`src/source/gba_loader_pkg.sv`:
```
`default_nettype none

package gba_loader_pkg;

	// ========================================================================
	// Download bus and beat types
	// ========================================================================

	localparam int ROM_ADDR_W  = 27;
	localparam int BIOS_ADDR_W = 12;

	localparam logic [7:0] INDEX_BIOS  = 8'd0;
	localparam logic [7:0] INDEX_CHEAT = 8'd255;

	typedef enum logic [1:0] {
		LOAD_NONE,
		LOAD_BIOS,
		LOAD_CART,
		LOAD_CHEAT
	} load_kind_e;

	typedef struct packed {
		logic                  download;
		logic [7:0]            index;
		logic [ROM_ADDR_W-1:0] addr;     // Byte address, always even
		logic [15:0]           dout;
		logic                  wr;
	} ioctl_bus_t;

	typedef struct packed {
		load_kind_e            kind;
		logic [ROM_ADDR_W-1:0] addr;
		logic [15:0]           dout;
		logic                  wr;
	} load_beat_t;

	typedef struct packed {
		logic [BIOS_ADDR_W-1:0] addr;    // Word address
		logic [31:0]            data;
		logic                   wr;
	} bios_write_t;

	typedef struct packed {
		logic [31:0] flags;
		logic [31:0] address;
		logic [31:0] compare;
		logic [31:0] replace;
	} cheat_code_t;

	typedef struct packed {
		logic sram;    // Hide SRAM from games that probe it as emulator detection
		logic remap;   // Mirror a small ROM across the full pak space
		logic gpio;
		logic tilt;
		logic solar;
		logic sprite;  // Needs the full sprite pixel budget per line
	} cart_quirks_t;

	// ========================================================================
	// Cartridge header and signatures
	// ========================================================================

	localparam logic [ROM_ADDR_W-1:0] HDR_ID_ADDR     = 27'h0AC;
	localparam logic [ROM_ADDR_W-1:0] HDR_DECIDE_ADDR = 27'h0B0;

	localparam logic [71:0] FLASH_SIG = "FLASH1M_V";

	localparam cart_quirks_t Q_NONE   = 6'b00_0000;
	localparam cart_quirks_t Q_SRAM   = 6'b10_0000;
	localparam cart_quirks_t Q_REMAP  = 6'b01_0000;
	localparam cart_quirks_t Q_GPIO   = 6'b00_1000;
	localparam cart_quirks_t Q_TILT   = 6'b00_0100;
	localparam cart_quirks_t Q_SOLAR  = 6'b00_0010;
	localparam cart_quirks_t Q_SPRITE = 6'b00_0001;

	// Entry compares the top id_len characters of the ID, left aligned
	typedef struct packed {
		logic [31:0]  id;
		logic [2:0]   id_len;
		cart_quirks_t set;
		cart_quirks_t clr;  // Applied after all set masks are merged
	} quirk_entry_t;

	localparam int QUIRK_COUNT = 31;

	localparam quirk_entry_t QUIRK_TABLE [QUIRK_COUNT] = '{
		'{{"AR8", 8'h00}, 3'd3, Q_SRAM, Q_NONE},   // Rocky
		'{{"ARO", 8'h00}, 3'd3, Q_SRAM, Q_NONE},
		'{{"ALG", 8'h00}, 3'd3, Q_SRAM, Q_NONE},   // Dragon Ball Z series
		'{{"ALF", 8'h00}, 3'd3, Q_SRAM, Q_NONE},
		'{{"BLF", 8'h00}, 3'd3, Q_SRAM, Q_NONE},
		'{{"BDB", 8'h00}, 3'd3, Q_SRAM, Q_NONE},
		'{{"BG3", 8'h00}, 3'd3, Q_SRAM, Q_NONE},
		'{{"BDV", 8'h00}, 3'd3, Q_SRAM, Q_NONE},
		'{{"A2Y", 8'h00}, 3'd3, Q_SRAM, Q_NONE},
		'{{"AI2", 8'h00}, 3'd3, Q_SRAM, Q_NONE},
		'{{"BPE", 8'h00}, 3'd3, Q_GPIO, Q_NONE},   // RTC carts
		'{{"AXV", 8'h00}, 3'd3, Q_GPIO, Q_NONE},
		'{{"AXP", 8'h00}, 3'd3, Q_GPIO, Q_NONE},
		'{{"RZW", 8'h00}, 3'd3, Q_GPIO, Q_NONE},
		'{{"BKA", 8'h00}, 3'd3, Q_GPIO, Q_NONE},
		'{{"BR4", 8'h00}, 3'd3, Q_GPIO, Q_NONE},
		'{{"BHG", 8'h00}, 3'd3, Q_SPRITE, Q_NONE},
		'{{"BGX", 8'h00}, 3'd3, Q_SPRITE, Q_NONE},
		'{{"K", 24'h0}, 3'd1, Q_TILT, Q_NONE},                // Tilt sensor class
		'{{"U", 24'h0}, 3'd1, cart_quirks_t'(Q_GPIO | Q_SOLAR), Q_NONE},
		'{{"F", 24'h0}, 3'd1, cart_quirks_t'(Q_SRAM | Q_REMAP), Q_NONE},
		'{"FSDJ", 3'd4, Q_SPRITE, Q_NONE},
		'{"FADJ", 3'd4, Q_SPRITE, Q_NONE},
		'{"FTUJ", 3'd4, Q_SPRITE, Q_REMAP},
		'{"FTKJ", 3'd4, Q_SPRITE, Q_REMAP},
		'{"FFMJ", 3'd4, Q_SPRITE, Q_REMAP},
		'{"FLBJ", 3'd4, Q_SPRITE, Q_REMAP},
		'{"FPTJ", 3'd4, Q_SPRITE, Q_REMAP},
		'{"FMRJ", 3'd4, Q_SPRITE, Q_REMAP},
		'{"FNMJ", 3'd4, Q_SPRITE, Q_REMAP},
		'{"FM2J", 3'd4, Q_SPRITE, Q_NONE}
	};

endpackage

`default_nettype wire

```
`src/source/loader_ctrl.sv`:
```
`timescale 1ns/100ps
`default_nettype none

module loader_ctrl import gba_loader_pkg::*; (
	input  wire                   clk_sys,
	input  wire                   reset,
	input  ioctl_bus_t            ioctl,
	output load_beat_t            beat,
	output logic                  cart_start,
	output logic                  cheat_clear,
	output logic                  cart_loaded,
	output logic [ROM_ADDR_W-1:0] cart_size
);

	load_kind_e            bus_kind;
	logic                  download_q;
	logic                  dl_rise;
	logic                  dl_fall;
	logic                  cheat_rise_q;   // First stage of the clear pulse
	logic                  cart_fall_q;    // Cartridge download just ended
	logic [ROM_ADDR_W-1:0] last_addr;

	// Index decode, only meaningful while a download is open
	always_comb begin
		if (!ioctl.download)
			bus_kind = LOAD_NONE;
		else if (ioctl.index == INDEX_BIOS)
			bus_kind = LOAD_BIOS;
		else if (ioctl.index == INDEX_CHEAT)
			bus_kind = LOAD_CHEAT;
		else
			bus_kind = LOAD_CART;
	end

	assign dl_rise = ioctl.download & ~download_q;
	assign dl_fall = ~ioctl.download & download_q;

	always_ff @(posedge clk_sys) begin
		if (reset) begin
			beat.kind <= LOAD_NONE;
			beat.wr   <= 1'b0;
		end else begin
			beat.kind <= bus_kind;
			beat.wr   <= ioctl.wr & ioctl.download;
		end
		beat.addr <= ioctl.addr;
		beat.dout <= ioctl.dout;
	end

	always_ff @(posedge clk_sys) begin
		if (reset) begin
			download_q   <= 1'b0;
			cart_start   <= 1'b0;
			cheat_rise_q <= 1'b0;
			cheat_clear  <= 1'b0;
			cart_fall_q  <= 1'b0;
			cart_loaded  <= 1'b0;
			cart_size    <= '0;
		end else begin
			download_q   <= ioctl.download;
			cart_start   <= dl_rise & (bus_kind == LOAD_CART);
			cheat_rise_q <= dl_rise & (bus_kind == LOAD_CHEAT);
			cheat_clear  <= cheat_rise_q;
			cart_fall_q  <= dl_fall & (beat.kind == LOAD_CART);  // beat still holds the old kind
			if (cart_fall_q) begin
				cart_loaded <= 1'b1;
				cart_size   <= last_addr;
			end
		end
	end

	// Highest address seen so far in the cartridge image
	always_ff @(posedge clk_sys) begin
		if (beat.wr && beat.kind == LOAD_CART)
			last_addr <= beat.addr;
	end

	// One download feeds one datapath only
	a_kind_stable: assert property (@(posedge clk_sys) disable iff (reset)
		(beat.kind != LOAD_NONE && $past(beat.kind) != LOAD_NONE)
			|-> beat.kind == $past(beat.kind))
		else $error("beat kind changed inside a download");

endmodule

`default_nettype wire

```
`src/source/bios_word_packer.sv`:
```
`timescale 1ns/100ps
`default_nettype none

module bios_word_packer import gba_loader_pkg::*; (
	input  wire         clk_sys,
	input  wire         reset,
	input  load_beat_t  beat,
	input  wire         homebrew_bios,
	output bios_write_t bios_write
);

	logic        bios_wr;
	logic [15:0] low_half;   // Even halfword waiting for its partner

	// Homebrew BIOS lives in the core, so the download is dropped
	assign bios_wr = beat.wr & (beat.kind == LOAD_BIOS) & ~homebrew_bios;

	always_ff @(posedge clk_sys) begin
		if (reset)
			bios_write.wr <= 1'b0;
		else
			bios_write.wr <= bios_wr & beat.addr[1];

		if (bios_wr) begin
			if (!beat.addr[1]) begin
				low_half <= beat.dout;
			end else begin
				bios_write.data <= {beat.dout, low_half};
				bios_write.addr <= beat.addr[BIOS_ADDR_W+1:2];  // Byte to word address
			end
		end
	end

	// Odd halfwords never arrive back to back on the download bus
	a_wr_single: assert property (@(posedge clk_sys) disable iff (reset)
		bios_write.wr |=> !bios_write.wr)
		else $error("BIOS write strobe high on consecutive cycles");

endmodule

`default_nettype wire

```
`src/source/cheat_code_packer.sv`:
```
`timescale 1ns/100ps
`default_nettype none

module cheat_code_packer import gba_loader_pkg::*; (
	input  wire         clk_sys,
	input  wire         reset,
	input  load_beat_t  beat,
	output cheat_code_t cheat_code,
	output logic        cheat_valid
);

	// ========================================================================
	// Record layout, 16 bytes per code
	//   0..3 flags, 4..7 address, 8..11 compare, 12..15 replace
	// ========================================================================

	logic       code_wr;
	logic [2:0] half_sel;   // Halfword slot inside the record

	assign code_wr  = beat.wr & (beat.kind == LOAD_CHEAT);
	assign half_sel = beat.addr[3:1];

	always_ff @(posedge clk_sys) begin
		if (reset)
			cheat_valid <= 1'b0;
		else
			cheat_valid <= code_wr & (half_sel == 3'd7);  // Last halfword closes the code

		if (code_wr) begin
			case (half_sel)
				3'd0: cheat_code.flags[15:0]    <= beat.dout;
				3'd1: cheat_code.flags[31:16]   <= beat.dout;
				3'd2: cheat_code.address[15:0]  <= beat.dout;
				3'd3: cheat_code.address[31:16] <= beat.dout;
				3'd4: cheat_code.compare[15:0]  <= beat.dout;
				3'd5: cheat_code.compare[31:16] <= beat.dout;
				3'd6: cheat_code.replace[15:0]  <= beat.dout;
				default: cheat_code.replace[31:16] <= beat.dout;
			endcase
		end
	end

endmodule

`default_nettype wire

```
`src/source/cart_header_scan.sv`:
```
`timescale 1ns/100ps
`default_nettype none

module cart_header_scan import gba_loader_pkg::*; (
	input  wire          clk_sys,
	input  wire          reset,
	input  load_beat_t   beat,
	input  wire          cart_start,
	output cart_quirks_t quirks
);

	logic         cart_wr;
	logic [31:0]  cart_id;     // Four ASCII characters, first one on top
	cart_quirks_t set_any;
	cart_quirks_t clr_any;
	cart_quirks_t set_q;
	cart_quirks_t clr_q;
	logic         decide_q;

	// Compare only the leading characters that the entry cares about
	function automatic logic id_match(input logic [31:0] id, input quirk_entry_t entry);
		logic [31:0] mask;
		mask = 32'hFFFF_FFFF << (8 * (4 - entry.id_len));
		return (id & mask) == (entry.id & mask);
	endfunction

	assign cart_wr = beat.wr & (beat.kind == LOAD_CART);

	// ========================================================================
	// Game ID capture
	// ========================================================================

	always_ff @(posedge clk_sys) begin
		if (cart_wr) begin
			if (beat.addr == HDR_ID_ADDR)
				cart_id[31:16] <= {beat.dout[7:0], beat.dout[15:8]};  // Low byte is the earlier char
			if (beat.addr == HDR_ID_ADDR + 27'd2)
				cart_id[15:0] <= {beat.dout[7:0], beat.dout[15:8]};
		end
	end

	// ========================================================================
	// Table lookup, two stages
	// ========================================================================

	// Merge every matching entry; prefix and class entries can both hit
	always_comb begin
		set_any = Q_NONE;
		clr_any = Q_NONE;
		for (int i = 0; i < QUIRK_COUNT; i++) begin
			if (id_match(cart_id, QUIRK_TABLE[i])) begin
				set_any = set_any | QUIRK_TABLE[i].set;
				clr_any = clr_any | QUIRK_TABLE[i].clr;
			end
		end
	end

	// First stage holds the merged masks
	always_ff @(posedge clk_sys) begin
		if (reset)
			decide_q <= 1'b0;
		else
			decide_q <= cart_wr & (beat.addr == HDR_DECIDE_ADDR);

		if (cart_wr && beat.addr == HDR_DECIDE_ADDR) begin
			set_q <= set_any;
			clr_q <= clr_any;
		end
	end

	// Overrides win over class masks
	always_ff @(posedge clk_sys) begin
		if (reset)
			quirks <= Q_NONE;
		else if (cart_start)
			quirks <= Q_NONE;  // New image, forget the last game
		else if (decide_q)
			quirks <= set_q & ~clr_q;
	end

endmodule

`default_nettype wire

```
`src/source/flash_id_scan.sv`:
```
`timescale 1ns/100ps
`default_nettype none

module flash_id_scan import gba_loader_pkg::*; (
	input  wire        clk_sys,
	input  wire        reset,
	input  load_beat_t beat,
	input  wire        cart_start,
	output logic       flash_1m
);

	logic        cart_wr;
	logic [63:0] window;      // Last eight bytes of the image, newest at the bottom
	logic [63:0] win_base;
	logic [7:0]  byte_lo;
	logic [7:0]  byte_hi;
	logic        sig_hit;

	assign cart_wr  = beat.wr & (beat.kind == LOAD_CART);
	assign win_base = cart_start ? 64'd0 : window;  // First beat may share the start cycle
	assign byte_lo  = beat.dout[7:0];
	assign byte_hi  = beat.dout[15:8];

	// Signature may end on either byte of the halfword
	assign sig_hit = cart_wr & (({win_base, byte_lo} == FLASH_SIG) |
		({win_base[55:0], byte_lo, byte_hi} == FLASH_SIG));

	always_ff @(posedge clk_sys) begin
		if (cart_wr)
			window <= {win_base[47:0], byte_lo, byte_hi};
		else if (cart_start)
			window <= '0;
	end

	always_ff @(posedge clk_sys) begin
		if (reset)
			flash_1m <= 1'b0;
		else if (cart_start)
			flash_1m <= 1'b0;
		else if (sig_hit)
			flash_1m <= 1'b1;  // Sticky until the next cartridge
	end

endmodule

`default_nettype wire

```
`src/source/gba_loader.sv`:
```
`timescale 1ns/100ps
`default_nettype none

module gba_loader import gba_loader_pkg::*; (
	input  wire                   clk_sys,
	input  wire                   reset,
	input  ioctl_bus_t            ioctl,
	input  wire                   homebrew_bios,
	output bios_write_t           bios_write,
	output cheat_code_t           cheat_code,
	output logic                  cheat_valid,
	output logic                  cheat_clear,
	output cart_quirks_t          quirks,
	output logic                  flash_1m,
	output logic                  cart_loaded,
	output logic [ROM_ADDR_W-1:0] cart_size
);

	load_beat_t beat;       // Registered bus, shared by every datapath
	logic       cart_start;

	loader_ctrl loader_ctrl_inst (
		.clk_sys     (clk_sys),
		.reset       (reset),
		.ioctl       (ioctl),
		.beat        (beat),
		.cart_start  (cart_start),
		.cheat_clear (cheat_clear),
		.cart_loaded (cart_loaded),
		.cart_size   (cart_size)
	);

	bios_word_packer bios_word_packer_inst (
		.clk_sys       (clk_sys),
		.reset         (reset),
		.beat          (beat),
		.homebrew_bios (homebrew_bios),
		.bios_write    (bios_write)
	);

	cheat_code_packer cheat_code_packer_inst (
		.clk_sys     (clk_sys),
		.reset       (reset),
		.beat        (beat),
		.cheat_code  (cheat_code),
		.cheat_valid (cheat_valid)
	);

	cart_header_scan cart_header_scan_inst (
		.clk_sys    (clk_sys),
		.reset      (reset),
		.beat       (beat),
		.cart_start (cart_start),
		.quirks     (quirks)
	);

	flash_id_scan flash_id_scan_inst (
		.clk_sys    (clk_sys),
		.reset      (reset),
		.beat       (beat),
		.cart_start (cart_start),
		.flash_1m   (flash_1m)
	);

endmodule

`default_nettype wire

```
`config.mk`:
```
export PLATFORM = sky130hd
export DESIGN_NAME = gba_loader
export DESIGN_NICKNAME = d
export VERILOG_FILES = /design/src/source/gba_loader_pkg.sv /design/src/source/loader_ctrl.sv /design/src/source/bios_word_packer.sv /design/src/source/cheat_code_packer.sv /design/src/source/cart_header_scan.sv /design/src/source/flash_id_scan.sv /design/src/source/gba_loader.sv
export SDC_FILE = /design/constraint.sdc
export NUM_CORES = 1
export LEC_CHECK = 0
export BUFFER_PORTS_ARGS = -buffer_cell sky130_fd_sc_hd__buf_2
export CAP_MARGIN = 20
export CORE_ASPECT_RATIO = 1.1
export CORE_UTILIZATION = 58
export DETAILED_ROUTE_END_ITERATION = 10
export MAX_ROUTING_LAYER = met4
export PLACE_DENSITY = 0.81
export SLEW_MARGIN = 20
export SYNTH_ARGS = -nofsm -noshare
export SYNTH_HDL_FRONTEND = slang
export SYNTH_SLANG_ARGS = --single-unit
```
`constraint.sdc`:
```
create_clock -name clk_sys -period 16.4 [get_ports clk_sys]
set_input_delay 0.82 -clock clk_sys [delete_from_list [all_inputs] [get_ports clk_sys]]
set_output_delay 0.82 -clock clk_sys [all_outputs]
set_load 0.01 [all_outputs]
```
# After elaboration in Yosys (flattened, before gate mapping)
# Index checks and enable logic that the tools add are counted.
[op_classes]
add_sub_neg = 0
mul = 0
div = 0
n_lt_le_gt_ge = 0
eq_ne = 61
shifts = 0
muxes = 61
n_bitwise = 20
reduce_logical = 22
[op_table]
columns = ["op", "count"]
rows = [
  ["24-bit by 23-bit equality test with 1-bit output, second input constant", 18],
  ["16-bit two-way mux", 22],
  ["32-bit by 31-bit equality test with 1-bit output, second input constant", 10],
  ["72-bit by 71-bit equality test with 1-bit output, second input constant", 2],
  ["64-bit two-way mux", 2],
  ["44-bit two-way mux", 2],
  ["6-bit two-way mux", 14],
  ["27-bit by 8-bit equality test with 1-bit output, second input constant", 3],
  ["27-bit two-way mux", 2],
  ["4-bit two-way mux", 7],
  ["8-bit by 7-bit equality test with 1-bit output, second input constant", 3],
  ["2-bit != test, second input constant", 12],
  ["2-bit AND reduction", 12],
  ["1-bit AND", 14],
  ["3-bit equality test, second input constant", 4],
  ["10-bit OR reduction", 1],
  ["2-bit equality test, second input constant", 4],
  ["8-bit equality test, second input constant", 1],
  ["8-bit logical NOT", 1],
  ["1-bit two-way mux", 8],
  ["7-bit OR reduction", 1],
  ["6-bit AND", 1],
  ["3-bit by 2-bit equality test with 1-bit output, second input constant", 2],
  ["6-bit inverter", 1],
  ["other kinds (12)", 17],
]
[word_totals]
reg_bits = 412
latch_bits = 0
ram_bits = 0
romBits = 0
in_bits = 56
output_inout_bits = 210
word_cells = 212
memories = 0

# Logic depth before layout (Yosys ltp)
[depth]
depth_word = 22
mapped_depth = 8
ltp_nobuf = 7

# Hierarchy
# A second synthesis with hierarchy kept.
[unflattened]
cells_unflattened = 906
area_unflattened_um2 = 13610.6
[by_module_without_submodules]
columns = ["module", "n_inst", "cells_each", "area_per_inst_um2", "seq_area_each_um2"]
rows = [
  ["cheat_code_packer", 1, 143, 3932.5, 3863.7],
  ["loader_ctrl", 1, 186, 2929.1, 2392.3],
  ["flash_id_scan", 1, 325, 2590.0, 1301.2],
  ["cart_header_scan", 1, 186, 2288.4, 1311.3],
  ["bios_word_packer", 1, 66, 1870.5, 1821.7],
]

# Worst setup path after synthesis
# OpenSTA, ideal clock, no wires.
[synth_path]
path_type = "input to register"
start = "input port homebrew_bios"
end = "register, netlist name bios_word_packer_inst.bios_write[10]"
setup_time_ns = 0.575
t_arrival_ns = 5.523
t_required_ns = 15.825
path_slack_ns = 10.302
stages = 1
n_path_buf = 0
cell_sequence = "nor4b_1"
[synth_between]
elab_chain_cells = 4
[synth_lines]
columns = ["item", "line_no", "text"]
rows = [
  ["from (decl)", "gba_loader.sv:8", "input wire homebrew_bios,"],
  ["1-bit inverter (*)", "bios_word_packer.sv:16", "assign bios_wr = beat.wr & (beat.kind == LOAD_BIOS) & ~homebrew_bios;"],
  ["1-bit AND (*)", "bios_word_packer.sv:16", ""],
  ["2-bit != test (no source line)", "-", ""],
  ["2-bit AND reduction (no source line) (*)", "-", ""],
]
# Mark *: on every way between the ends. The rest lies on a longest branch, timed or not.
# A chain may end at the register's enable or synchronous reset.

# Worst setup path after layout
[layout_path]
start = "register, netlist name loader_ctrl_inst.beat[45]"
end = "register cart_header_scan_inst.cart_id[7], enable pin"
[layout_between]
elab_chain_cells = 4
[layout_lines]
columns = ["item", "line_no", "text"]
rows = [
  ["2-bit equality test (*)", "cart_header_scan.sv:27", "assign cart_wr = beat.wr & (beat.kind == LOAD_CART);"],
  ["1-bit AND (*)", "cart_header_scan.sv:27", ""],
  ["2-bit != test (no source line)", "-", ""],
  ["2-bit AND reduction (no source line) (*)", "-", ""],
  ["to (signal assigned)", "cart_header_scan.sv:38", "cart_id[15:0] <= {beat.dout[7:0], beat.dout[15:8]};"],
  ["to (decl)", "cart_header_scan.sv:13", "logic [31:0] cart_id;"],
]
# Marked as above.

==> summary.md <==
| Metric | Value |
|---|---|
| Overall Global Routing Usage | 27.8% |
| Share of synthesized registers carrying an async set or reset | 0% |
| Overall power of the completed layout | 1.99 mW |
| Share of the clock period used by the worst path after layout | 20.1% |
| Instance area at placement | 0.0152 mm2 |
| Clock-pin transition on the worst setup and hold timing paths | 60 ps |
| Leakage power total | 5.94 nW |
| Count of flip-flops with a built-in enable after synthesis | 254 |
| Post-layout net count | 1245 |
| Max VDD drop | 0.103 mV |
| FP Rows | 58 |
| Final setup violating endpoints | 0 |
| Netlist Area Pre-Place | 0.0136 mm2 |
| Class of the tightest hold or removal check | in2reg |
| I/O Pins | 266 |
| Largest cells by area after synthesis | sky130_fd_sc_hd__edfxtp_1 56%, sky130_fd_sc_hd__dfxtp_1 23%, sky130_fd_sc_hd__nand2_1 3.5% |
| PortBufs | 265 |
| Post-Syn Area per Cell | 15.0 um2 |
| First-pass GRT wire length | 47.7 mm |
| Worst slack, placed | 12400 ps |
| Initial antenna violation count | 3 |
| Die height | 162 um |
| Initial DRC count | 783 |
| Maximum clock frequency | 303 MHz |
| Portion of the post-synthesis area used by sequential elements | 78.8% |
| Wire length reported by the detailed router | 32.5 mm |
| Hold-fix buffers at CTS | 0 |
| Fill cell instance count of the final layout | 1502 |
| Share of cells above drive strength 1 | 29.5% |
| Largest net degree at the start of global routing | 110 |
| Max-Cap Viols | 0 |
| Pwr per Cell Area | 121 mW/mm2 |
| Fraction of synthesized cell area taken by the top area cell type | 56.2% |
| CTS buffer count | 38 |
| Number of gates given a new drive strength after cts | 0 |
| Most frequent cells in the layout | 265 x sky130_fd_sc_hd__buf_2, 254 x sky130_fd_sc_hd__edfxtp_1, 152 x sky130_fd_sc_hd__dfxtp_1, 127 x sky130_fd_sc_hd__nand2_1, 55 x sky130_fd_sc_hd__nor2_1 |
| Sum of net half-perimeters after detailed placement | 20.6 mm |
| Most frequent standard cell in the layout excluding fill and tap cells | sky130_fd_sc_hd__buf_2 |
| Critical path capture point type | flop |
| Width of the die | 148 um |
| Final worst setup slack | 13100 ps |
| # clock sinks | 407 |
| Post-layout util | 71.7% |
| TritonRoute pass-1 iters | 5 |
| Longest individual stage delay on the worst path | 620 ps |
| Net count after synthesis | 963 |
| Startpoint of the most critical register-to-register path | loader_ctrl_inst.beat[45] |
| Number of global-route vias before repair | 8175 |
| Depth of the most critical reg-to-reg path | 8 |
| Max Fanout on Critical Path | 59 |
| Clock Path Buffers | 3 |
| Cell taking the most area after synthesis | sky130_fd_sc_hd__edfxtp_1 |
| Number of design rule violations left after detail routing | 0 |
| Final-report hold violation count | 0 |
| DIE AREA | 0.0240 mm2 |
| Area of all placed cells without fillers | 0.0164 mm2 |
| Top_reg_cell synth | sky130_fd_sc_hd__edfxtp_1 |
| Master cell of the clock root buffer | sky130_fd_sc_hd__clkbuf_16 |
| Slew at the pin with the worst max-slew slack | 1000 ps |
| Skew-Pair Late Insertion Delay | 520 ps |
| Warnings, synthesis | 0 |
| Sum of negative setup slack | 0 ps |
| Hold Crit Depth | 1 |
| Setup repair after global routing missed its margin | false |
| Worst-case clock skew | 11.9 ps |
| Worst Hold Launch | ioctl[25] |
| Slew HR | 33.2% |
| Placeable core area | 0.0229 mm2 |
| Cell Count Post-Placement | 1448 |
| Routed Antenna Nets | 0 |
| Ordered cell list for the critical path | nor2b_1 > nand2_2 > inv_2 > buf_4 > nand3_1 > nor2_1 > nand3b_1 > nor2_2 |
| Required time reported for the critical path endpoint | 16540 ps |
| Min Clock Period, post-route | 3300 ps |
| RD Place Congestion | 0.898 |
| Layout area overhead | 21.2% |
| Via-per-instance ratio | 5.58 |
| Starting density of the core | 59.1% |
| Critical path startpoint | loader_ctrl_inst.beat[45] |
| Finished Layout Cells | 1521 |
| Number of synthesized register bits | 407 |
| Kind of start point of the critical path | flop |
| Highest-delay cell along the critical path | sky130_fd_sc_hd__nor2_2 |
| H-tree depth | 2 |
| Pins over their slew limit | 0 |
| Result of the run | finished, final reports clean |
| Synthesized instance count | 907 |
| Avg WL per Cell | 21.4 um |
| Crit path DAT | 3430 ps |
| Distinct cell type count of the synthesized netlist | 58 |
| CTS tree | built |
| Total congestion overflow | 0 |
| Classification of the worst setup path | reg2reg |
| Minimum hold slack | 398 ps |
| Total number of vias | 8490 |
| Post-CTS Setup Bufs | 0 |
registers in the layout, summed over array words and instances (netlist names), 6 cells and up:
name / flops
cart_header_scan_inst.quirks: 6
bios_word_packer_inst.low_half: 16
flash_id_scan_inst.window: 64
loader_ctrl_inst.beat: 46
loader_ctrl_inst.last_addr: 27
loader_ctrl_inst.cart_size: 27
cart_header_scan_inst.cart_id: 32
cart_header_scan_inst.set_q: 6
bios_word_packer_inst.bios_write: 45
cheat_code_packer_inst.cheat_code: 128
area by class of cell:
type / instances / area, um2 / area share (%)
flip-flops and latches: 407 / 10700 / 65.1
diodes: 3 / 7.51 / 0.0457
inverters: 7 / 26.3 / 0.160
repair buffers: 281 / 1460 / 8.88
well taps: 300 / 375 / 2.28
clock inverters: 9 / 76.3 / 0.464
clock buffers: 60 / 1150 / 6.98
multi-input cells: 454 / 2650 / 16.1
cells by family after synthesis:
logic type | count (synthesis) | share of synthesized area [%]
DFF | 407 | 78.8
and+or+nand+nor | 333 | 13.3
AOI/OAI and AO/OA | 84 | 3.37
buffers and inverters | 46 | 1.83
muxes | 32 | 2.36
xor gates and xnor gates | 5 | 0.323
final timing paths:
kind	slack, ps	end
max	13100	cart_header_scan_inst.cart_id[7]
min	400	loader_ctrl_inst.beat[25]
max reg2reg	13100	cart_header_scan_inst.cart_id[7]
min reg2reg	420	bios_word_packer_inst.bios_write[7]
per-layer routing:
metal | track usage [%] | wire length (um) | part of all wire [%]
met5 | - | 0 | 0
met4 | 9.93 | 984 | 3.0
met3 | 4.12 | 1760 | 5.4
met2 | 47.4 | 17100 | 53
met1 | 33.9 | 12600 | 39
report_power, final:
| part | total, mW | internal, mW | switching (mW) |
|---|---|---|---|
| registers | 1.12 | 1.10 | 0.0197 |
| logic | 0.0247 | 0.0104 | 0.0143 |
| clock network | 0.851 | 0.499 | 0.353 |
worst max-delay path, delay by kind of cell (launching register included):
| kind | cells | cell delay, ps |
|---|---|---|
| AND/OR/NAND/NOR | 6 | 1850 |
| buffers and inverters | 2 | 630 |
| flip-flops | 1 | 410 |
Yosys cell counts, drive strengths merged, types with 2 or more instances:
cell type / n
xnor2: 4
nand4b: 6
mux2i: 32
nand2b: 19
nor3b: 7
and4b: 5
o21ai: 19
nor3: 18
or4b: 2
dfxtp: 153
a21oi: 54
nand4bb: 2
nand3b: 4
nor2b: 10
edfxtp: 254
nor4b: 14
and3: 2
or4: 2
nand2: 128
nor2: 57
o22ai: 2
inv: 7
nand3: 12
nand4: 20
nor4: 13
buf: 15
or4bb: 2
nor4bb: 5
clkbuf: 24
Note: power is estimated with default switching activity, not from simulation.
